## src/logic/cpu_params.svh

```systemverilog
`ifndef CPU_PARAMS_SVH
`define CPU_PARAMS_SVH

// ----------------------------------------
// Datapath widths
// ----------------------------------------
`define XLEN            32
`define IM_ADDR_LEN     32
`define IM_DATA_LEN     32
`define DM_ADDR_LEN     32
`define CSR_ADDR_LEN    12

// ----------------------------------------
// Fixed addresses
// ----------------------------------------
`define TRAP_VECTOR     32'h8000_0004    // Single M-mode handler.
`define RESET_PC        32'h8000_0000    // First fetch after reset.

`endif

```

## src/logic/cpu_types_pkg.sv

```systemverilog
package cpu_types_pkg;

`include "cpu_params.svh"

// ----------------------------------------
// Privilege and exception codes
// ----------------------------------------
typedef enum logic [1:0] {
    PRV_U = 2'd0,
    PRV_S = 2'd1,
    PRV_H = 2'd2,
    PRV_M = 2'd3
} prv_e;

typedef enum logic [4:0] {
    EXC_INST_MISALIGNED  = 5'd0,
    EXC_INST_XES_FAULT   = 5'd1,
    EXC_ILL_INST         = 5'd2,
    EXC_BREAKPOINT       = 5'd3,
    EXC_LOAD_MISALIGNED  = 5'd4,
    EXC_LOAD_XES_FAULT   = 5'd5,
    EXC_STORE_MISALIGNED = 5'd6,
    EXC_STORE_XES_FAULT  = 5'd7,
    EXC_ECALL_U          = 5'd8,
    EXC_ECALL_S          = 5'd9,
    EXC_ECALL_H          = 5'd10,
    EXC_ECALL_M          = 5'd11,
    EXC_INST_PG_FAULT    = 5'd12,
    EXC_LOAD_PG_FAULT    = 5'd13,
    EXC_RSVD_14          = 5'd14,
    EXC_STORE_PG_FAULT   = 5'd15
} exc_code_e;

// ----------------------------------------
// Retire record
// ----------------------------------------
typedef struct packed {
    logic inst_misaligned;
    logic inst_pg_fault;
    logic inst_xes_fault;
    logic load_misaligned;
    logic load_pg_fault;
    logic load_xes_fault;
    logic store_misaligned;
    logic store_pg_fault;
    logic store_xes_fault;
} fault_flags_t;

typedef struct packed {
    logic [`IM_DATA_LEN-1:0] inst;
    logic [`IM_ADDR_LEN-1:0] exe_pc;
    logic [`IM_ADDR_LEN-1:0] wb_pc;
    logic [`IM_ADDR_LEN-1:0] inst_misaligned_epc;
    logic [`IM_ADDR_LEN-1:0] inst_badaddr;
    logic [`DM_ADDR_LEN-1:0] ldst_badaddr;
    logic [`XLEN-1:0]        rs1_data;
    logic                    is_ldst;        // Record comes from the memory stage.
    fault_flags_t            flags;
} retire_rec_t;

// Decoded system operation.
typedef struct packed {
    logic                     ecall;
    logic                     ebreak;
    logic                     mret;
    logic                     sret;
    logic                     sfence;
    logic                     csr_wr;
    logic [`CSR_ADDR_LEN-1:0] csr_addr;
    logic                     ill_inst;
    logic                     csr_ill;
    prv_e                     prv_req;
} sys_op_t;

endpackage

```

## src/logic/csr_pkg.sv

```systemverilog
package csr_pkg;

`include "cpu_params.svh"

// ----------------------------------------
// Implemented CSR addresses
// ----------------------------------------
localparam logic [`CSR_ADDR_LEN-1:0] CSR_MSTATUS = 12'h300;
localparam logic [`CSR_ADDR_LEN-1:0] CSR_MEPC    = 12'h341;
localparam logic [`CSR_ADDR_LEN-1:0] CSR_MCAUSE  = 12'h342;
localparam logic [`CSR_ADDR_LEN-1:0] CSR_MTVAL   = 12'h343;
localparam logic [`CSR_ADDR_LEN-1:0] CSR_SATP    = 12'h180;

// ----------------------------------------
// mstatus layout
// ----------------------------------------
typedef struct packed {
    logic [31:23] rsvd_31_23;
    logic         tsr;            // Trap sret below M.
    logic         rsvd_21;
    logic         tvm;            // Trap satp and sfence below M.
    logic [19:13] rsvd_19_13;
    logic [1:0]   mpp;            // Privilege before the last trap.
    logic [10:9]  rsvd_10_9;
    logic         spp;
    logic [7:0]   rsvd_7_0;
} mstatus_t;

// One write-data word, seen raw or as mstatus fields.
typedef union packed {
    logic [`XLEN-1:0] raw;
    mstatus_t         mst;
} csr_word_u;

// ----------------------------------------
// Trap result from the ranking logic
// ----------------------------------------
typedef struct packed {
    logic                    trap_en;
    logic [`XLEN-1:0]        cause;
    logic [`IM_ADDR_LEN-1:0] epc;
    logic [`XLEN-1:0]        tval;
} trap_info_t;

endpackage

```

## src/logic/sys_decode.sv

```systemverilog
`timescale 1ns/1ps

`include "cpu_params.svh"

module sys_decode
    import cpu_types_pkg::*;
    import csr_pkg::*;
(
    input  logic [`IM_DATA_LEN-1:0] inst,
    input  prv_e                    prv_cur,
    output sys_op_t                 sys_op
);

localparam logic [6:0]              OPC_SYSTEM = 7'b1110011;
localparam logic [6:0]              F7_SFENCE  = 7'b0001001;
localparam logic [`IM_DATA_LEN-1:0] INST_ECALL  = 32'h0000_0073;
localparam logic [`IM_DATA_LEN-1:0] INST_EBREAK = 32'h0010_0073;
localparam logic [`IM_DATA_LEN-1:0] INST_MRET   = 32'h3020_0073;
localparam logic [`IM_DATA_LEN-1:0] INST_SRET   = 32'h1020_0073;

logic [6:0]               opcode;
logic [2:0]               funct3;
logic [6:0]               funct7;
logic [4:0]               rd;
logic [`CSR_ADDR_LEN-1:0] csr_addr;
logic                     csr_known;
logic                     csr_ro;
logic                     csr_prv_low;

assign opcode   = inst[6:0];
assign rd       = inst[11:7];
assign funct3   = inst[14:12];
assign funct7   = inst[31:25];
assign csr_addr = inst[31:20];

assign csr_known   = csr_addr inside {CSR_MSTATUS, CSR_MEPC, CSR_MCAUSE, CSR_MTVAL, CSR_SATP};
assign csr_ro      = csr_addr[11:10] == 2'b11;       // Read-only address space.
assign csr_prv_low = prv_cur < prv_e'(csr_addr[9:8]);

always_comb begin
    sys_op          = '0;
    sys_op.csr_addr = csr_addr;
    sys_op.prv_req  = PRV_U;
    if (opcode == OPC_SYSTEM) begin
        case (funct3)
            3'b000: begin
                if (inst == INST_ECALL) begin
                    sys_op.ecall = 1'b1;
                end else if (inst == INST_EBREAK) begin
                    sys_op.ebreak = 1'b1;
                end else if (inst == INST_MRET) begin
                    sys_op.mret    = 1'b1;
                    sys_op.prv_req = PRV_M;
                end else if (inst == INST_SRET) begin
                    sys_op.sret    = 1'b1;
                    sys_op.prv_req = PRV_S;
                end else if (funct7 == F7_SFENCE && rd == 5'd0) begin
                    sys_op.sfence  = 1'b1;
                    sys_op.prv_req = PRV_S;
                end else begin
                    sys_op.ill_inst = 1'b1;
                end
            end
            3'b001: begin                                // csrrw.
                sys_op.csr_wr  = 1'b1;
                sys_op.prv_req = prv_e'(csr_addr[9:8]);
                sys_op.csr_ill = csr_ro || !csr_known || csr_prv_low;
            end
            default: begin
                sys_op.ill_inst = 1'b1;                  // Other CSR forms not supported.
            end
        endcase
    end
end

endmodule

```

## src/logic/tpu.sv

```systemverilog
`timescale 1ns/1ps

`include "cpu_params.svh"

module tpu
    import cpu_types_pkg::*;
    import csr_pkg::*;
(
    input  logic        inst_valid,
    input  retire_rec_t rec,
    input  sys_op_t     sys_op,
    input  prv_e        prv_cur,
    input  logic        tvm,
    input  logic        tsr,
    output trap_info_t  trap
);

fault_flags_t flags;
logic         satp_upd;
logic         trap_ill_inst;
logic         if_trap_en;
logic         exe_trap_en;
logic         wb_trap_en;
exc_code_e    cause;

assign flags    = rec.flags;
assign satp_upd = sys_op.csr_wr && sys_op.csr_addr == CSR_SATP;

// ----------------------------------------
// Per-stage trap sources
// ----------------------------------------
assign trap_ill_inst = sys_op.ill_inst || sys_op.csr_ill || prv_cur < sys_op.prv_req ||
                       ((satp_upd || sys_op.sfence) && tvm && prv_cur < PRV_M) ||
                       (sys_op.sret && tsr && prv_cur < PRV_M);

assign if_trap_en  = flags.inst_misaligned | flags.inst_pg_fault | flags.inst_xes_fault;

assign exe_trap_en = trap_ill_inst | sys_op.ebreak | sys_op.ecall;

assign wb_trap_en  = rec.is_ldst &&
                     (flags.load_misaligned  | flags.load_pg_fault  | flags.load_xes_fault |
                      flags.store_misaligned | flags.store_pg_fault | flags.store_xes_fault);

assign trap.trap_en = (inst_valid && (if_trap_en || exe_trap_en)) || wb_trap_en;

// ----------------------------------------
// Cause ranking
// ----------------------------------------
always_comb begin
    cause = EXC_INST_MISALIGNED;
    if (wb_trap_en) begin
        if (flags.store_misaligned) begin
            cause = EXC_STORE_MISALIGNED;
        end else if (flags.load_misaligned) begin
            cause = EXC_LOAD_MISALIGNED;
        end else if (flags.store_pg_fault) begin
            cause = EXC_STORE_PG_FAULT;
        end else if (flags.load_pg_fault) begin
            cause = EXC_LOAD_PG_FAULT;
        end else if (flags.store_xes_fault) begin
            cause = EXC_STORE_XES_FAULT;
        end else begin
            cause = EXC_LOAD_XES_FAULT;
        end
    end else if (if_trap_en) begin
        if (flags.inst_misaligned) begin
            cause = EXC_INST_MISALIGNED;
        end else if (flags.inst_pg_fault) begin
            cause = EXC_INST_PG_FAULT;
        end else begin
            cause = EXC_INST_XES_FAULT;
        end
    end else if (exe_trap_en) begin
        if (trap_ill_inst) begin
            cause = EXC_ILL_INST;
        end else if (sys_op.ebreak) begin
            cause = EXC_BREAKPOINT;
        end else begin
            case (prv_cur)                               // ecall by origin.
                PRV_U:   cause = EXC_ECALL_U;
                PRV_S:   cause = EXC_ECALL_S;
                default: cause = EXC_ECALL_M;
            endcase
        end
    end
end

assign trap.cause = (wb_trap_en || if_trap_en || exe_trap_en) ? `XLEN'(cause) : '0;

// ----------------------------------------
// Trap value and return address
// ----------------------------------------
assign trap.tval = wb_trap_en            ? rec.ldst_badaddr :
                   flags.inst_misaligned ? rec.exe_pc :
                   if_trap_en            ? rec.inst_badaddr :
                   trap_ill_inst         ? rec.inst :
                                           '0;

assign trap.epc  = wb_trap_en            ? rec.wb_pc :
                   flags.inst_misaligned ? rec.inst_misaligned_epc :
                                           rec.exe_pc;

endmodule

```

## src/logic/trap_csr.sv

```systemverilog
`timescale 1ns/1ps

`include "cpu_params.svh"

module trap_csr
    import cpu_types_pkg::*;
    import csr_pkg::*;
(
    input  logic                     clk,
    input  logic                     rst,
    input  logic                     in_valid,
    output logic                     in_ready,
    input  retire_rec_t              rec,
    input  sys_op_t                  sys_op,
    input  trap_info_t               trap,
    output prv_e                     prv_cur,
    output logic                     tvm,
    output logic                     tsr,
    input  logic [`CSR_ADDR_LEN-1:0] csr_raddr,
    output logic [`XLEN-1:0]         csr_rdata,
    output logic                     redirect_valid,
    output logic [`IM_ADDR_LEN-1:0]  redirect_pc,
    input  logic                     redirect_ready
);

prv_e                    prv_q;
mstatus_t                mstatus_q;
logic [`XLEN-1:0]        mepc_q;
logic [`XLEN-1:0]        mcause_q;
logic [`XLEN-1:0]        mtval_q;
logic [`XLEN-1:0]        satp_q;
logic                    redirect_valid_q;
logic [`IM_ADDR_LEN-1:0] redirect_pc_q;
logic                    accept;
csr_word_u               wdata;
mstatus_t                mstatus_wr;

assign in_ready = !redirect_valid_q;                     // Stall while redirect pending.
assign accept   = in_valid && in_ready;

// ----------------------------------------
// mstatus write data
// ----------------------------------------
always_comb begin
    wdata.raw      = rec.rs1_data;
    mstatus_wr     = '0;
    mstatus_wr.tsr = wdata.mst.tsr;
    mstatus_wr.tvm = wdata.mst.tvm;
    mstatus_wr.spp = wdata.mst.spp;
    // MPP is WARL and H is not a legal value.
    mstatus_wr.mpp = (wdata.mst.mpp == PRV_H) ? mstatus_q.mpp : wdata.mst.mpp;
end

// ----------------------------------------
// CSR state and privilege
// ----------------------------------------
always_ff @(posedge clk) begin
    if (rst) begin
        prv_q     <= PRV_M;
        mstatus_q <= '0;
        mepc_q    <= '0;
        mcause_q  <= '0;
        mtval_q   <= '0;
        satp_q    <= '0;
    end else if (accept) begin
        if (trap.trap_en) begin
            mepc_q        <= trap.epc;
            mcause_q      <= trap.cause;
            mtval_q       <= trap.tval;
            mstatus_q.mpp <= prv_q;
            prv_q         <= PRV_M;
        end else if (sys_op.mret) begin
            prv_q         <= prv_e'(mstatus_q.mpp);
            mstatus_q.mpp <= PRV_U;
        end else if (sys_op.csr_wr) begin
            case (sys_op.csr_addr)
                CSR_MSTATUS: mstatus_q <= mstatus_wr;
                CSR_MEPC:    mepc_q    <= wdata.raw;
                CSR_MCAUSE:  mcause_q  <= wdata.raw;
                CSR_MTVAL:   mtval_q   <= wdata.raw;
                CSR_SATP:    satp_q    <= wdata.raw;
                default:     ;
            endcase
        end
    end
end

// ----------------------------------------
// Redirect to fetch
// ----------------------------------------
always_ff @(posedge clk) begin
    if (rst) begin
        redirect_valid_q <= 1'b0;
        redirect_pc_q    <= `RESET_PC;
    end else if (accept && trap.trap_en) begin
        redirect_valid_q <= 1'b1;
        redirect_pc_q    <= `TRAP_VECTOR;
    end else if (accept && sys_op.mret) begin
        redirect_valid_q <= 1'b1;
        redirect_pc_q    <= mepc_q;
    end else if (redirect_valid_q && redirect_ready) begin
        redirect_valid_q <= 1'b0;                       // Handshake done.
    end
end

always_comb begin
    case (csr_raddr)
        CSR_MSTATUS: csr_rdata = mstatus_q;
        CSR_MEPC:    csr_rdata = mepc_q;
        CSR_MCAUSE:  csr_rdata = mcause_q;
        CSR_MTVAL:   csr_rdata = mtval_q;
        CSR_SATP:    csr_rdata = satp_q;
        default:     csr_rdata = '0;
    endcase
end

assign prv_cur        = prv_q;
assign tvm            = mstatus_q.tvm;
assign tsr            = mstatus_q.tsr;
assign redirect_valid = redirect_valid_q;
assign redirect_pc    = redirect_pc_q;

endmodule

```

## src/logic/trap_sys.sv

```systemverilog
`timescale 1ns/1ps

`include "cpu_params.svh"

module trap_sys
    import cpu_types_pkg::*;
    import csr_pkg::*;
(
    input  logic                     clk,
    input  logic                     rst,
    input  logic                     in_valid,
    output logic                     in_ready,
    input  retire_rec_t              rec,
    input  logic [`CSR_ADDR_LEN-1:0] csr_raddr,
    output logic [`XLEN-1:0]         csr_rdata,
    output logic                     redirect_valid,
    output logic [`IM_ADDR_LEN-1:0]  redirect_pc,
    input  logic                     redirect_ready
);

sys_op_t    sys_op;
trap_info_t trap;
prv_e       prv_cur;
logic       tvm;
logic       tsr;

// ----------------------------------------
// Decode and ranking in the same cycle
// ----------------------------------------
sys_decode i_sys_decode (
    .inst    (rec.inst),
    .prv_cur (prv_cur),
    .sys_op  (sys_op)
);

tpu i_tpu (
    .inst_valid (in_valid),
    .rec        (rec),
    .sys_op     (sys_op),
    .prv_cur    (prv_cur),
    .tvm        (tvm),
    .tsr        (tsr),
    .trap       (trap)
);

trap_csr i_trap_csr (
    .clk            (clk),
    .rst            (rst),
    .in_valid       (in_valid),
    .in_ready       (in_ready),
    .rec            (rec),
    .sys_op         (sys_op),
    .trap           (trap),
    .prv_cur        (prv_cur),
    .tvm            (tvm),
    .tsr            (tsr),
    .csr_raddr      (csr_raddr),
    .csr_rdata      (csr_rdata),
    .redirect_valid (redirect_valid),
    .redirect_pc    (redirect_pc),
    .redirect_ready (redirect_ready)
);

endmodule

```

## config.mk

```make
export PLATFORM = sky130hd
export DESIGN_NAME = trap_sys
export DESIGN_NICKNAME = d
export VERILOG_FILES = /design/src/logic/cpu_types_pkg.sv /design/src/logic/csr_pkg.sv /design/src/logic/sys_decode.sv /design/src/logic/tpu.sv /design/src/logic/trap_csr.sv /design/src/logic/trap_sys.sv
export VERILOG_INCLUDE_DIRS = /design/src /design/src/logic
export SDC_FILE = /design/constraint.sdc
export NUM_CORES = 1
export LEC_CHECK = 0
export ABC_AREA = 0
export BUFFER_PORTS_ARGS = -buffer_cell sky130_fd_sc_hd__buf_2
export CAP_MARGIN = 20
export CORE_MARGIN = 5
export CORE_UTILIZATION = 58
export DETAILED_ROUTE_END_ITERATION = 12
export GPL_TIMING_DRIVEN = 0
export PLACE_DENSITY_LB_ADDON = 0.08
export RECOVER_POWER = 25
export SLEW_MARGIN = 10
export SYNTH_ARGS = -nofsm -noshare
export SYNTH_HDL_FRONTEND = slang
export SYNTH_HIERARCHICAL = 1
export SYNTH_SLANG_ARGS = --single-unit
```

## constraint.sdc

```tcl
create_clock -name clk -period 16.35 [get_ports clk]
set_clock_uncertainty 0.15 [all_clocks]
set_input_delay 3.27 -clock clk [delete_from_list [all_inputs] [get_ports clk]]
set_output_delay 3.27 -clock clk [all_outputs]
set_load 0.02 [all_outputs]
```

==> impl_metrics.ini <==
[timing]
slew_violations = 0
period_needed_ns = 9.51
rsz0062_at_grt = false
tns_ns = 0
setup_slack_ns = 6.84
finalHoldViolations = 0
worstMarginPinSlew_ns = 1.07
max_slew_margin = 0.286
whs_ns = 0.305
final-setup-viol-count = 0
period_share = 0.582
max_freq_mhz = 105

[cells_and_area]
syn_to_final_growth_pct = 22.1
nNetsFinal = 2113
instances_no_fill = 2141
drive_gt1_frac = 0.266
design_area_sq_um = 13900
final_core_util = 0.719
fillCellCount = 1676

[floorplan]
dieArea_sq_um = 22600
num_rows = 51
io_pins = 316
die_h_um = 150
die_width_um = 150
start_util = 0.589
core-area_sq_um = 19400

[pwr]
intPower_mw = 0.725
p_sw_frac = 0.325
switchingPower_mw = 0.350
report.power.total_mw = 1.07
vdd_drop_max_mv = 0.0814
clkPwrFrac = 0.377
cellPowerDensity_nw_per_um2 = 77.1
p_comb_frac = 0.218
seqPwrFrac = 0.405
leakagePower_nw = 5.86

[route]
detail_route.vias_per_cell = 6.35
drc = 0
drtAntennaViolNets = 0
routed_wl_um = 50400
wire_per_inst_um = 23.5
drt-pass1-iter-count = 6
vias = 13600
drt-initial-drc-count = 1621

[cts]
clockBufferDepth = 2
tritoncts = yes
h-tree-depth = 4
cts_resized = 0
clk_pin_slew_ns = 0.07
worst_skew_pair.late_latency_ns = 0.44
post_cts_buffers = 0
numCtsBuffers = 17
root_buffer = clkbuf_16
cts_sinks = 168
hold_buffers = 0

[yosys]
avgSynthCellArea_sq_um = 7.60
synth_area_leader_cell = dfxtp_1
synth_top_cell_area_share = 0.295
synth_edf_count = 0
ys.flop_type = dfxtp_1
synthTopCellsByArea = dfxtp_1 (29%), a21oi_1 (10%), mux2_2 (9.5%)
synth_cells = 1502
ys_types = 58
async_flop_share = 0
yosysWarnings = 6
synth_area_sq_um = 11400
synth_seq_cells = 168
yosysSeqAreaShare = 0.295

[worst_setup_path]
endpoint_kind = primary output
startpoint_type = primary input
crit_fanout = 10
path_class = in2out
startpoint = csr_raddr[1]
crit_arrival_ns = 6.09
worstRegToRegCells = 12
r2r-end = i_trap_csr/mcause_q[5]$_SDFFE_PP0P_
r2r-start = i_trap_csr/prv_cur[1]$_SDFFE_PP1P_
reg2reg_slack_ns = 11.25
crit_required_ns = 12.93

[placed_design]
dp_hpwl_um = 38500
post_dp_cell_area_sq_um = 13400
dp.cells = 2107
globalplace.congestion = 1.01
port_buffers = 313
post-place-ws_ns = 7.03

[grt]
grt_remaining_overflow = 0
grtUsageTotal = 0.429
grt_max_degree = 19
grt_pass1_wl_um = 74200
grt_pass1_vias = 13100
antenna_found_initial = 1

[min_path]
worstHoldStart = i_trap_csr/redirect_pc[20]$_SDFFE_PP0P_
hold_depth = 2
hold_class = reg2reg
hold-path-endpoint = i_trap_csr/redirect_pc[20]$_SDFFE_PP0P_

[outcome]
status = complete, no violations

[flow_run]
drv_cap = 0
[worst max-delay path, cell delays in order]
cell,delay [ns]
buf_2,0.11
or4b_2,0.72
nor4_2,0.75
clkbuf_1,0.60
a22oi_1,0.21
o21ai_0,0.19
buf_2,0.24
[registers in the layout, indices dropped and copies added, names as in the netlist]
name / count
i_trap_csr/mcause_q: 32
i_trap_csr/mepc_q: 32
i_trap_csr/mstatus_q: 3
i_trap_csr/mtval_q: 32
i_trap_csr/prv_cur: 2
i_trap_csr/redirect_pc: 32
i_trap_csr/redirect_valid: 1
i_trap_csr/satp_q: 32
i_trap_csr/tsr: 1
i_trap_csr/tvm: 1
[logic make-up (layout without fill, tap and decap cells)]
| logic type | Yosys count | count (layout) | synth area share |
|---|---|---|---|
| AOI/OAI and AO/OA | 430 | 430 | 0.228 |
| xor gates and xnor gates | 1 | 1 | 0.000767 |
| adders and majority gates | 2 | 2 | 0.00219 |
| buffers and inverters | 182 | 527 | 0.0787 |
| DFF | 168 | 168 | 0.295 |
| muxes | 160 | 160 | 0.151 |
| other | 1 | 30 | 0.000328 |
| and+or+nand+nor | 558 | 558 | 0.244 |
[power groups by stage]
stage / logic (mW) / clock network (mW) / registers [mW]
2_1_floorplan: 0.131 / 0 / 0.440
3_3_place_gp: 0.220 / 0 / 0.443
3_5_place_dp: 0.223 / 0 / 0.443
4_1_cts: 0.225 / 0.402 / 0.434
5_1_grt: 0.246 / 0.421 / 0.436
6_report: 0.234 / 0.405 / 0.435
[final cells by class]
cell class              instances  area [sq um]  share of cell area
plain buffers                 171           857              0.0615
well taps                     265           332              0.0238
clock inverters                14           151              0.0109
multi-input cells            1179          7230               0.519
clock buffers                  18           439              0.0315
flip-flops and latches        168          3360               0.241
inverters                      11          41.3             0.00296
diodes                          2          5.00            0.000359
repair buffers                313          1520               0.109
[cells in the mapped netlist (4+ instances only)]
cell type,number
o211ai_1,5
nand4_1,38
nand2_1,139
clkbuf_1,98
mux2i_1,64
nor2b_1,132
nor4_1,10
o31ai_1,50
a211oi_1,6
or4_4,4
nor3_1,11
o21a_1,4
a21oi_1,233
nand2b_1,6
or3_1,5
mux2_2,96
o31ai_2,20
buf_1,11
nor2_1,175
o21ai_0,28
or4_1,6
or2_2,4
nand3b_1,8
a22oi_1,30
buf_4,40
buf_2,16
buf_6,6
dfxtp_1,168
inv_1,11
o21ai_1,38
[layer usage]
metal,part of all wire,vias to the layer above,global-route usage
li1,-,5977,-
met1,0.37,6285,0.537
met2,0.43,1082,0.671
met3,0.13,254,0.118
met4,0.063,0,0.231
met5,0,-,0
[worst max-delay path by stage]
stage | cells past startpoint | slack, ns | end
after CTS | 7 | 7.03 | csr_rdata[27]
after floorplan | 5 | 7.88 | csr_rdata[10]
final | 7 | 6.84 | csr_rdata[28]
after detailed placement | 7 | 7.03 | csr_rdata[27]
after global placement | 7 | 7.00 | csr_rdata[27]
after global routing | 7 | 6.86 | csr_rdata[28]
[layout by cell type, fill, tap and decap left out, types with 3 or more instances in the layout]
cell / synthesis / final
nor3_1: 11 / 11
o31ai_1: 50 / 50
buf_6: 6 / 6
o21ai_0: 28 / 29
nor3b_1: 3 / 3
mux2_2: 96 / 96
nand3b_1: 8 / 8
nand2_1: 139 / 139
o211ai_1: 5 / 5
dfxtp_1: 168 / 168
a21oi_1: 233 / 233
inv_8: 0 / 4
nor2b_1: 132 / 132
nand4_1: 38 / 38
or3_1: 5 / 5
a21o_1: 3 / 3
o31ai_2: 20 / 20
mux2i_1: 64 / 64
clkinv_8: 0 / 3
and3_1: 3 / 3
or2_2: 4 / 4
buf_4: 40 / 40
buf_2: 16 / 294
or4_1: 6 / 8
inv_1: 11 / 11
inv_6: 0 / 4
nor2_1: 175 / 175
a211oi_1: 6 / 6
buf_1: 11 / 10
o21ai_1: 38 / 37
clkbuf_1: 98 / 134
conb_1: 1 / 28
clkbuf_16: 0 / 17
nand2b_1: 6 / 6
o21a_1: 4 / 4
nor4_1: 10 / 11
a22oi_1: 30 / 30
No activity file was read; power rests on OpenSTA's default activity.
